## src/hw/sram_pkg.sv

```systemverilog
// Widths, operation and sequencer enums, command packet and result structs
`default_nettype none

package sram_pkg;

   // Array dimensions shared by controller and bank
   localparam int NUM_CHIPS = 4;
   localparam int DATA_W    = 32;
   // Enough for the deepest macro of 2048 words
   localparam int ADDR_W    = 11;
   localparam int MASK_W    = DATA_W / 8;
   localparam int PKT_W     = 64;
   localparam int CHIP_W    = 2;

   typedef enum logic [1:0] {
      OP_NOP       = 2'd0,
      OP_WRITE     = 2'd1,
      OP_READ0     = 2'd2,
      OP_READ_BOTH = 2'd3
   } sram_op_e;

   typedef enum logic [1:0] {
      ST_IDLE    = 2'd0,
      ST_ACCESS  = 2'd1,
      ST_WAIT    = 2'd2,
      ST_CAPTURE = 2'd3
   } ctrl_state_e;

   // Command packet, MSB first as it leaves the scan chain
   typedef struct packed {
      logic [1:0]        spare;
      logic [CHIP_W-1:0] chip;
      sram_op_e          op;
      logic [MASK_W-1:0] wmask;
      logic [ADDR_W-1:0] addr0;
      logic [ADDR_W-1:0] addr1;
      logic [DATA_W-1:0] din;
   } sram_pkt_t;

   // Read data placed back into the packet register
   typedef struct packed {
      logic [DATA_W-1:0] dout0;
      logic [DATA_W-1:0] dout1;
   } sram_result_t;

endpackage

`default_nettype wire

```

## src/hw/sram_port_if.sv

```systemverilog
// Shared SRAM select, control, address and data lines with controller and bank modports
`timescale 1ns/10ps
`default_nettype none

interface sram_port_if #(
   parameter int DATA_W    = 32,
   parameter int ADDR_W    = 11,
   parameter int NUM_CHIPS = 4
);

   // One active-low select per chip and port
   logic [NUM_CHIPS-1:0]  csb0;
   logic [NUM_CHIPS-1:0]  csb1;
   logic                  web0;
   logic [DATA_W/8-1:0]   wmask0;
   logic [ADDR_W-1:0]     addr0;
   logic [ADDR_W-1:0]     addr1;
   logic [DATA_W-1:0]     din0;
   // Captured read data of the last selected chip
   sram_pkg::sram_result_t dout;

   modport controller (
      output csb0, csb1, web0, wmask0, addr0, addr1, din0,
      input  dout
   );

   modport bank (
      input  csb0, csb1, web0, wmask0, addr0, addr1, din0,
      output dout
   );

endinterface

`default_nettype wire

```

## src/hw/scan_ctrl.sv

```systemverilog
// Packet register with scan and parallel paths, operation decode and access sequencer
`timescale 1ns/10ps
`default_nettype none

module scan_ctrl #(
   parameter int DATA_W    = 32,
   parameter int ADDR_W    = 11,
   parameter int NUM_CHIPS = 4
) (
   input  wire logic                       clk,
   input  wire logic                       rstn,
   input  wire logic                       scan_en_i,
   input  wire logic                       scan_i,
   input  wire logic                       in_load_i,
   input  wire logic [sram_pkg::PKT_W-1:0] par_data_i,
   input  wire logic                       sram_load_i,
   input  wire logic                       global_csb_i,
   output      logic                       scan_o,
   output      logic [sram_pkg::PKT_W-1:0] par_data_o,
   sram_port_if.controller                 mem
);

   localparam int PKT_W = sram_pkg::PKT_W;

   logic [PKT_W-1:0]      pkt_q;
   sram_pkg::sram_pkt_t   pkt_w;
   sram_pkg::ctrl_state_e state_q;
   sram_pkg::ctrl_state_e state_d;
   logic                  start_w;
   logic [NUM_CHIPS-1:0]  chip_oh_w;
   logic [NUM_CHIPS-1:0]  csb0_d;
   logic [NUM_CHIPS-1:0]  csb1_d;
   logic                  web0_d;

   assign pkt_w      = sram_pkg::sram_pkt_t'(pkt_q);
   assign par_data_o = pkt_q;
   assign scan_o     = pkt_q[PKT_W-1];

   // Load strobe only counts when idle and no packet load is under way
   assign start_w = sram_load_i && !in_load_i && !scan_en_i &&
                    (state_q == sram_pkg::ST_IDLE);

   // Parallel load wins over shifting and result capture comes last
   always_ff @(posedge clk) begin
      if (!rstn) begin
         pkt_q <= '0;
      end else if (in_load_i) begin
         pkt_q <= par_data_i;
      end else if (scan_en_i) begin
         pkt_q <= {pkt_q[PKT_W-2:0], scan_i};
      end else if (state_q == sram_pkg::ST_CAPTURE) begin
         pkt_q <= mem.dout;
      end
   end

   always_comb begin
      state_d = state_q;
      case (state_q)
         sram_pkg::ST_IDLE:    if (start_w) state_d = sram_pkg::ST_ACCESS;
         sram_pkg::ST_ACCESS:  state_d = sram_pkg::ST_WAIT;
         sram_pkg::ST_WAIT:    state_d = sram_pkg::ST_CAPTURE;
         sram_pkg::ST_CAPTURE: state_d = sram_pkg::ST_IDLE;
         default:              state_d = sram_pkg::ST_IDLE;
      endcase
   end

   always_ff @(posedge clk) begin
      if (!rstn) begin
         state_q <= sram_pkg::ST_IDLE;
      end else begin
         state_q <= state_d;
      end
   end

   // Chip numbers beyond the bank select nothing
   assign chip_oh_w = NUM_CHIPS'(1) << pkt_w.chip;

   always_comb begin
      csb0_d = '1;
      csb1_d = '1;
      web0_d = 1'b1;
      if (!global_csb_i) begin
         case (pkt_w.op)
            sram_pkg::OP_WRITE: begin
               csb0_d = ~chip_oh_w;
               csb1_d = ~chip_oh_w;
               web0_d = 1'b0;
            end
            sram_pkg::OP_READ0: begin
               csb0_d = ~chip_oh_w;
            end
            sram_pkg::OP_READ_BOTH: begin
               csb0_d = ~chip_oh_w;
               csb1_d = ~chip_oh_w;
            end
            default: begin
               csb0_d = '1;
            end
         endcase
      end
   end

   // Selects are low only for the ST_ACCESS cycle
   always_ff @(posedge clk) begin
      if (!rstn) begin
         mem.csb0 <= '1;
         mem.csb1 <= '1;
         mem.web0 <= 1'b1;
      end else if (start_w) begin
         mem.csb0 <= csb0_d;
         mem.csb1 <= csb1_d;
         mem.web0 <= web0_d;
      end else begin
         mem.csb0 <= '1;
         mem.csb1 <= '1;
         mem.web0 <= 1'b1;
      end
   end

   always_ff @(posedge clk) begin
      if (start_w) begin
         mem.wmask0 <= (DATA_W/8)'(pkt_w.wmask);
         mem.addr0  <= ADDR_W'(pkt_w.addr0);
         mem.addr1  <= ADDR_W'(pkt_w.addr1);
         mem.din0   <= DATA_W'(pkt_w.din);
      end
   end

endmodule

`default_nettype wire

```

## src/flat_wrapper.sv

```systemverilog
// flat-port wrapper written by rule: the top's interface ports become plain ports
module scan_ctrl_flat 
#(
   parameter int DATA_W    = 32,
   parameter int ADDR_W    = 11,
   parameter int NUM_CHIPS = 4
)
  (clk, rstn, scan_en_i, scan_i, in_load_i, par_data_i, sram_load_i, global_csb_i, scan_o, par_data_o, mem_csb0, mem_csb1, mem_web0, mem_wmask0, mem_addr0, mem_addr1, mem_din0, mem_dout);
  sram_port_if #(.DATA_W(DATA_W), .ADDR_W(ADDR_W), .NUM_CHIPS(NUM_CHIPS)) mem_i ();
  input  wire logic clk;
  input  wire logic rstn;
  input  wire logic scan_en_i;
  input  wire logic scan_i;
  input  wire logic in_load_i;
  input  wire logic [sram_pkg::PKT_W-1:0] par_data_i;
  input  wire logic sram_load_i;
  input  wire logic global_csb_i;
  output      logic scan_o;
  output      logic [sram_pkg::PKT_W-1:0] par_data_o;
  output wire logic [$bits(mem_i.csb0)-1:0] mem_csb0;
  output wire logic [$bits(mem_i.csb1)-1:0] mem_csb1;
  output wire logic [$bits(mem_i.web0)-1:0] mem_web0;
  output wire logic [$bits(mem_i.wmask0)-1:0] mem_wmask0;
  output wire logic [$bits(mem_i.addr0)-1:0] mem_addr0;
  output wire logic [$bits(mem_i.addr1)-1:0] mem_addr1;
  output wire logic [$bits(mem_i.din0)-1:0] mem_din0;
  input wire logic [$bits(mem_i.dout)-1:0] mem_dout;
  assign mem_csb0 = mem_i.csb0;
  assign mem_csb1 = mem_i.csb1;
  assign mem_web0 = mem_i.web0;
  assign mem_wmask0 = mem_i.wmask0;
  assign mem_addr0 = mem_i.addr0;
  assign mem_addr1 = mem_i.addr1;
  assign mem_din0 = mem_i.din0;
  assign mem_i.dout = mem_dout;
  scan_ctrl #(.DATA_W(DATA_W), .ADDR_W(ADDR_W), .NUM_CHIPS(NUM_CHIPS)) u_core (.clk(clk), .rstn(rstn), .scan_en_i(scan_en_i), .scan_i(scan_i), .in_load_i(in_load_i), .par_data_i(par_data_i), .sram_load_i(sram_load_i), .global_csb_i(global_csb_i), .scan_o(scan_o), .par_data_o(par_data_o), .mem(mem_i));
endmodule
```

## config.mk

```make
export PLATFORM = sky130hd
export DESIGN_NAME = scan_ctrl_flat
export DESIGN_NICKNAME = d
export VERILOG_FILES = /design/src/hw/sram_pkg.sv /design/src/hw/sram_port_if.sv /design/src/hw/scan_ctrl.sv /design/src/flat_wrapper.sv
export SDC_FILE = /design/constraint.sdc
export NUM_CORES = 1
export LEC_CHECK = 0
export ABC_AREA = 1
export BUFFER_PORTS_ARGS = -buffer_cell sky130_fd_sc_hd__clkbuf_2
export CORE_ASPECT_RATIO = 0.8
export CORE_UTILIZATION = 45
export DETAILED_ROUTE_END_ITERATION = 10
export GPL_TIMING_DRIVEN = 0
export PLACE_DENSITY = 0.73
export SLEW_MARGIN = 40
export SYNTH_ARGS = -nofsm -noshare
export SYNTH_HDL_FRONTEND = slang
export SYNTH_SLANG_ARGS = --single-unit
export TNS_END_PERCENT = 30
```

## constraint.sdc

```tcl
create_clock -name clk -period 6.5 [get_ports clk]
set_input_delay 1.3 -clock clk [delete_from_list [all_inputs] [get_ports clk]]
set_output_delay 1.3 -clock clk [all_outputs]
set_load 0.03 [all_outputs]
```

== Word-level counts from Yosys, hierarchy flattened ==
Cells that the tools add are included.

* Register bits: 133
* Bits in latches: 0
* Memory bits (writable): 0
* Bits in read-only memories: 0
* Input bits: 135
* Output and inout port bits: 132
* Logic and storage cells: 40
* Memories kept: 0

* $add $sub $neg: 0
* Multiply operators: 0
* Divide/modulo/power cells: 0
* Order comparisons: 0
* Equal/unequal tests: 7
* Shift-type cells: 1
* Muxes and demuxes: 6
* Bitwise gates (word level): 5
* Reduce and logical (&&, ||, !) cells: 12

{| class="wikitable"
|+ Operators with widths
! kind !! number
|-
| 2-to-1 mux 64 bit || 3
|-
| == test 2 bit (second input constant) || 4
|-
| case mux 2 bit (4 select lines) || 1
|-
| OR reduction 4 bit || 2
|-
| OR reduction 3 bit || 2
|-
| == test 2 x 1 -> 1 bit (second input constant) || 2
|-
| inverter 1 bit || 4
|-
| inverter 4 bit || 1
|-
| << shifter 1 x 2 -> 4 bit (first input constant) || 1
|-
| logical AND 1 bit || 3
|-
| nonzero test 3 bit || 1
|-
| logical NOT 1 bit || 2
|-
| logical NOT 2 bit || 1
|-
| 2-to-1 mux 2 bit || 1
|-
| != test 2 x 1 -> 1 bit (second input constant) || 1
|-
| OR reduction 2 bit || 1
|-
| 2-to-1 mux 1 bit || 1
|}

== Depth between registers and ports, before layout ==
* Depth after elaboration: 6
* Depth in mapped cells: 7
* Gate-level depth less buffers: 5

== Worst setup path before layout ==
Ideal clock, no wire load.

* Path kind: input-to-reg
* Start: input port scan_en_i
* End: register u_core.mem.addr0[0], enable pin
* Setup time: 0.412 ns
* Arrival time: 2.841 ns
* Data required time: 6.088 ns
* Setup slack: 3.247 ns
* Cell stages on the path: 4
* Path buffers: 1
* Cell sequence: nor2_4 -> buf_4 -> nand3_2 -> inv_1

* Cells in the longest elaborated chain, start to end: 3

{| class="wikitable"
|+ Ends and longest elaborated chain
! what !! RTL line !! RTL
|-
| from (decl) || flat_wrapper.sv:12 || <nowiki>input wire logic scan_en_i;</nowiki>
|-
| logical NOT 1 bit || scan_ctrl.sv:40 || <nowiki>assign start_w = sram_load_i && !in_load_i && !scan_en_i &&</nowiki>
|-
| logical AND 1 bit (2 in a row) || scan_ctrl.sv:40 ||
|-
| via u_core.start_w || scan_ctrl.sv:29 || <nowiki>logic start_w;</nowiki>
|-
| to (decl) || sram_port_if.sv:23 || <nowiki>output csb0, csb1, web0, wmask0, addr0, addr1, din0,</nowiki>
|}

The timed path passes the listed nets, and every way through them passes these cells.
A chain may end at the register's enable or synchronous reset.

== Final worst setup path ==
* Start: input port scan_en_i
* End: register u_core.mem.din0[20], enable pin

* Cells in the longest elaborated chain, start to end: 3

{| class="wikitable"
|+ Ends and longest elaborated chain
! what !! RTL line !! RTL
|-
| logical NOT 1 bit || scan_ctrl.sv:40 ||
|-
| logical AND 1 bit (2 in a row) || scan_ctrl.sv:40 ||
|-
| via u_core.start_w || scan_ctrl.sv:29 ||
|-
| to (signal assigned) || scan_ctrl.sv:125 || <nowiki>mem.din0 <= DATA_W'(pkt_w.din);</nowiki>
|-
| to (decl) || sram_port_if.sv:23 ||
|}

The timed path passes the listed nets, and every way through them passes these cells.

==> qor.yml <==
detailed_routing:
  drtIter0Drc: 465
  firstDrtPassIters: 7
  routed_wl_mm: 20.0
  drcViolationCount: 0
  wire_per_inst_um: 14.0
  viasPerCell: 4.89
  vias: 6985
  postRouteAntennaNets: 0
critical_path:
  cp_slowest_stage_delay_ns: 0.40
  regToRegSetupSlack_ns: 4.60
  r2r_start: "u_core.state_q[0]$_SDFFE_PN0P_"
  start_kind: "input port"
  worst_r2r_path_depth: 5
  critical_path.top_delay_family: "buffers and inverters"
  worstPathMaxFanout: 32
  crit_buf_inv: 4
  crit_slowest_cell: "inv_4"
  crit_type: "in -> reg"
  cp-end-kind: "flop"
  reg2reg_to: "u_core.mem.din0[20]$_DFFE_PP_"
  path_cells: "clkbuf_2 > nor2_4 > buf_4 > nand3_2 > inv_4 > buf_12"
  crit_required_ns: 6.61
  worstPathArrival_ns: 2.66
grt:
  grt_util_all_layers_pct: 25.3
  grt_max_degree: 33
  antenna_found_initial: 0
  grt.overflow.total: 0
  grt_pass1_wl_mm: 31.4
  grt_pass1_vias: 6169
sta:
  period_share_pct: 39.2
  relSlewSlack_pct: 64.6
  finalWorstSetupSlack_ns: 3.95
  worstMarginPinSlew_ns: 0.531
  max_freq_mhz: 392
  rsz0062_at_grt: "no"
  holdWs_ns: 0.455
  fin_tns_setup_ns: 0
  clock_skew_ns: 0.00921
  hold_viol_final: 0
  slew_violations: 0
  setup_viol: 0
  min_period_ns: 2.55
cts:
  postCtsSetupRepairBufs: 0
  hold_buffers: 0
  cts_tree: "built"
  htree_levels: 4
  clk_latency_ns: 0.41
  path_clk_slew_ns: 0.06
  ctsResizeCount: 0
  clk_path_buf_depth: 2
  cts_buffers: 17
  cts-root-buf: "clkbuf_16"
  cts_num_sinks: 133
synth:
  synth.net_count: 1079
  synth-seq-area-share_pct: 47.1
  ys_ff_latch: 133
  yosysWarnings: 0
  syn_area_sq_mm: 0.00689
  synthDistinctLibCells: 18
  syn_inst: 940
  avgSynthCellArea_sq_um: 7.33
layout:
  fillCellCount: 1412
  nets: 1365
  final_layout_size_suffix_gt1_share_pct: 28.2
  diodes: 0
  syn_to_final_growth_pct: 31.5
placement:
  io_buffers: 266
  place_ws_ns: 3.50
  gp_congestion: 0.846
  dp_hpwl_mm: 14.2
hold_path:
  holdCritPathClass: "reg -> reg"
  min_from: "u_core.par_data_o[26]$_SDFFE_PN0P_"
  min_to: "u_core.mem.din0[26]$_DFFE_PP_"
  hold_depth: 0
floorplanning:
  ios: 267
  core-area_sq_mm: 0.0150
  fp.dieH_um: 113
  start_util_pct: 46.0
  die_width_um: 140
  rows: 40
  die_area_sq_mm: 0.0158
flow_run:
  drv_cap: 0
power_and_ir_drop:
  power.share.clock_pct: 36.8
  cellInternalPower_mw: 1.73
  p_comb_share_pct: 23.8
  pwr-share-seq_pct: 39.3
  p_switching_mw: 0.821
  switching_share_pct: 32.2
  p_per_area_mw_per_mm2: 282
  irDropWorstVdd_uv: 177
  leakagePower_nw: 5.05
status:
  status: "finished clean"
==> sequential cells by signal, summed over array words and instances (netlist names) <==
name / cells
u_core.mem.web0: 1
u_core.mem.addr1: 11
u_core.state_q: 2
u_core.mem.wmask0: 4
u_core.mem.addr0: 11
u_core.mem.csb0: 4
u_core.par_data_o: 64
u_core.mem.din0: 32
u_core.mem.csb1: 4
==> power groups by stage <==
stage               registers (mW)  logic, mW  clock network [mW]
floorplan                     1.14      0.293                   0
global route                  1.01      0.667               0.985
global placement              1.02      0.590                   0
CTS                           1.00      0.606               0.946
detailed placement            1.02      0.599                   0
finish                        1.00      0.609               0.940
==> synthesized netlist by cell type (all sizes together) <==
library cell / instances / area [sq um]
nor2: 7 / 41.3
buf: 48 / 352
edfxtp: 58 / 1740
ha: 4 / 50.1
a21oi: 130 / 651
or2: 1 / 6.26
nand2: 262 / 983
nand3: 140 / 706
dfxtp: 75 / 1500
clkbuf: 14 / 103
inv: 201 / 754
==> worst max-delay path by stage <==
stage,startpoint,end,slack (ns),cells after the start
after floorplan,scan_en_i,u_core.mem.addr0[0]$_DFFE_PP_,3.25,4
after global placement,scan_en_i,u_core.mem.din0[17]$_DFFE_PP_,2.35,5
after detailed placement,scan_en_i,u_core.mem.din0[21]$_DFFE_PP_,3.50,6
after CTS,scan_en_i,u_core.mem.din0[20]$_DFFE_PP_,3.92,6
after global routing,scan_en_i,u_core.mem.din0[25]$_DFFE_PP_,3.87,6
final,scan_en_i,u_core.mem.din0[20]$_DFFE_PP_,3.95,6
==> cell type report <==
class                      count  area (sq um)  share of cell area [%]
buffer                        62           454                    5.01
clock buffer                  26           543                    5.99
clock inverter                 6          36.3                   0.401
inverter                     201           757                    8.36
multi-input combinational    544          2440                    26.9
sequential                   133          3240                    35.8
tap                          189           236                    2.61
timing repair buffer         267          1350                    14.9
==> per-stage QoR <==
stage / total power [mW] / cells / area [sq um] / util (%)
floorplan: 1.43 / 940 / 6890 / -
global placement: 1.61 / 1395 / 8460 / 56.5
detailed placement: 1.62 / 1396 / 8480 / 56.7
CTS: 2.56 / 1428 / 9060 / 60.5
global route: 2.66 / 1428 / 9060 / 60.5
finish: 2.55 / 1428 / 9060 / 60.5
==> routing by layer <==
metal  wire (um)  share of wire [%]  global-route usage [%]
met5           0                  0                       0
met4         248                1.2                    7.47
met3        1520                7.6                    5.16
met2        9390                 47                    40.6
met1        8890                 44                    34.4
==> cell families after synthesis <==
kind of cell / synth area share (%)
AND/OR/NAND/NOR: 25.2
buffers and inverters: 17.5
adder cells (fa/ha/maj): 0.727
AO/OA/AOI/OAI: 9.44
flip-flops: 47.1
==> worst register-to-register path: stages (launching register included) <==
cell and delay, ns:
dfxtp_1 0.31, inv_1 0.13, ha_1 0.27, nand3_2 0.20, inv_4 0.40, buf_12 0.26
==> cells in the final DEF, fill, tap and decap left out <==
cell / instances
nand3_1: 139
buf_2: 14
clkbuf_16: 20
buf_12: 1
clkinv_4: 1
ha_1: 4
clkbuf_1: 13
inv_1: 198
or2_2: 1
clkbuf_2: 266
buf_4: 15
buf_6: 13
nor2_1: 5
edfxtp_1: 58
clkbuf_8: 7
nand2_1: 262
clkinv_2: 3
a21oi_1: 130
buf_1: 6
inv_4: 3
inv_2: 2
nor2_4: 2
nand3_2: 1
dfxtp_1: 75
Power figures use the tool's default switching activity.
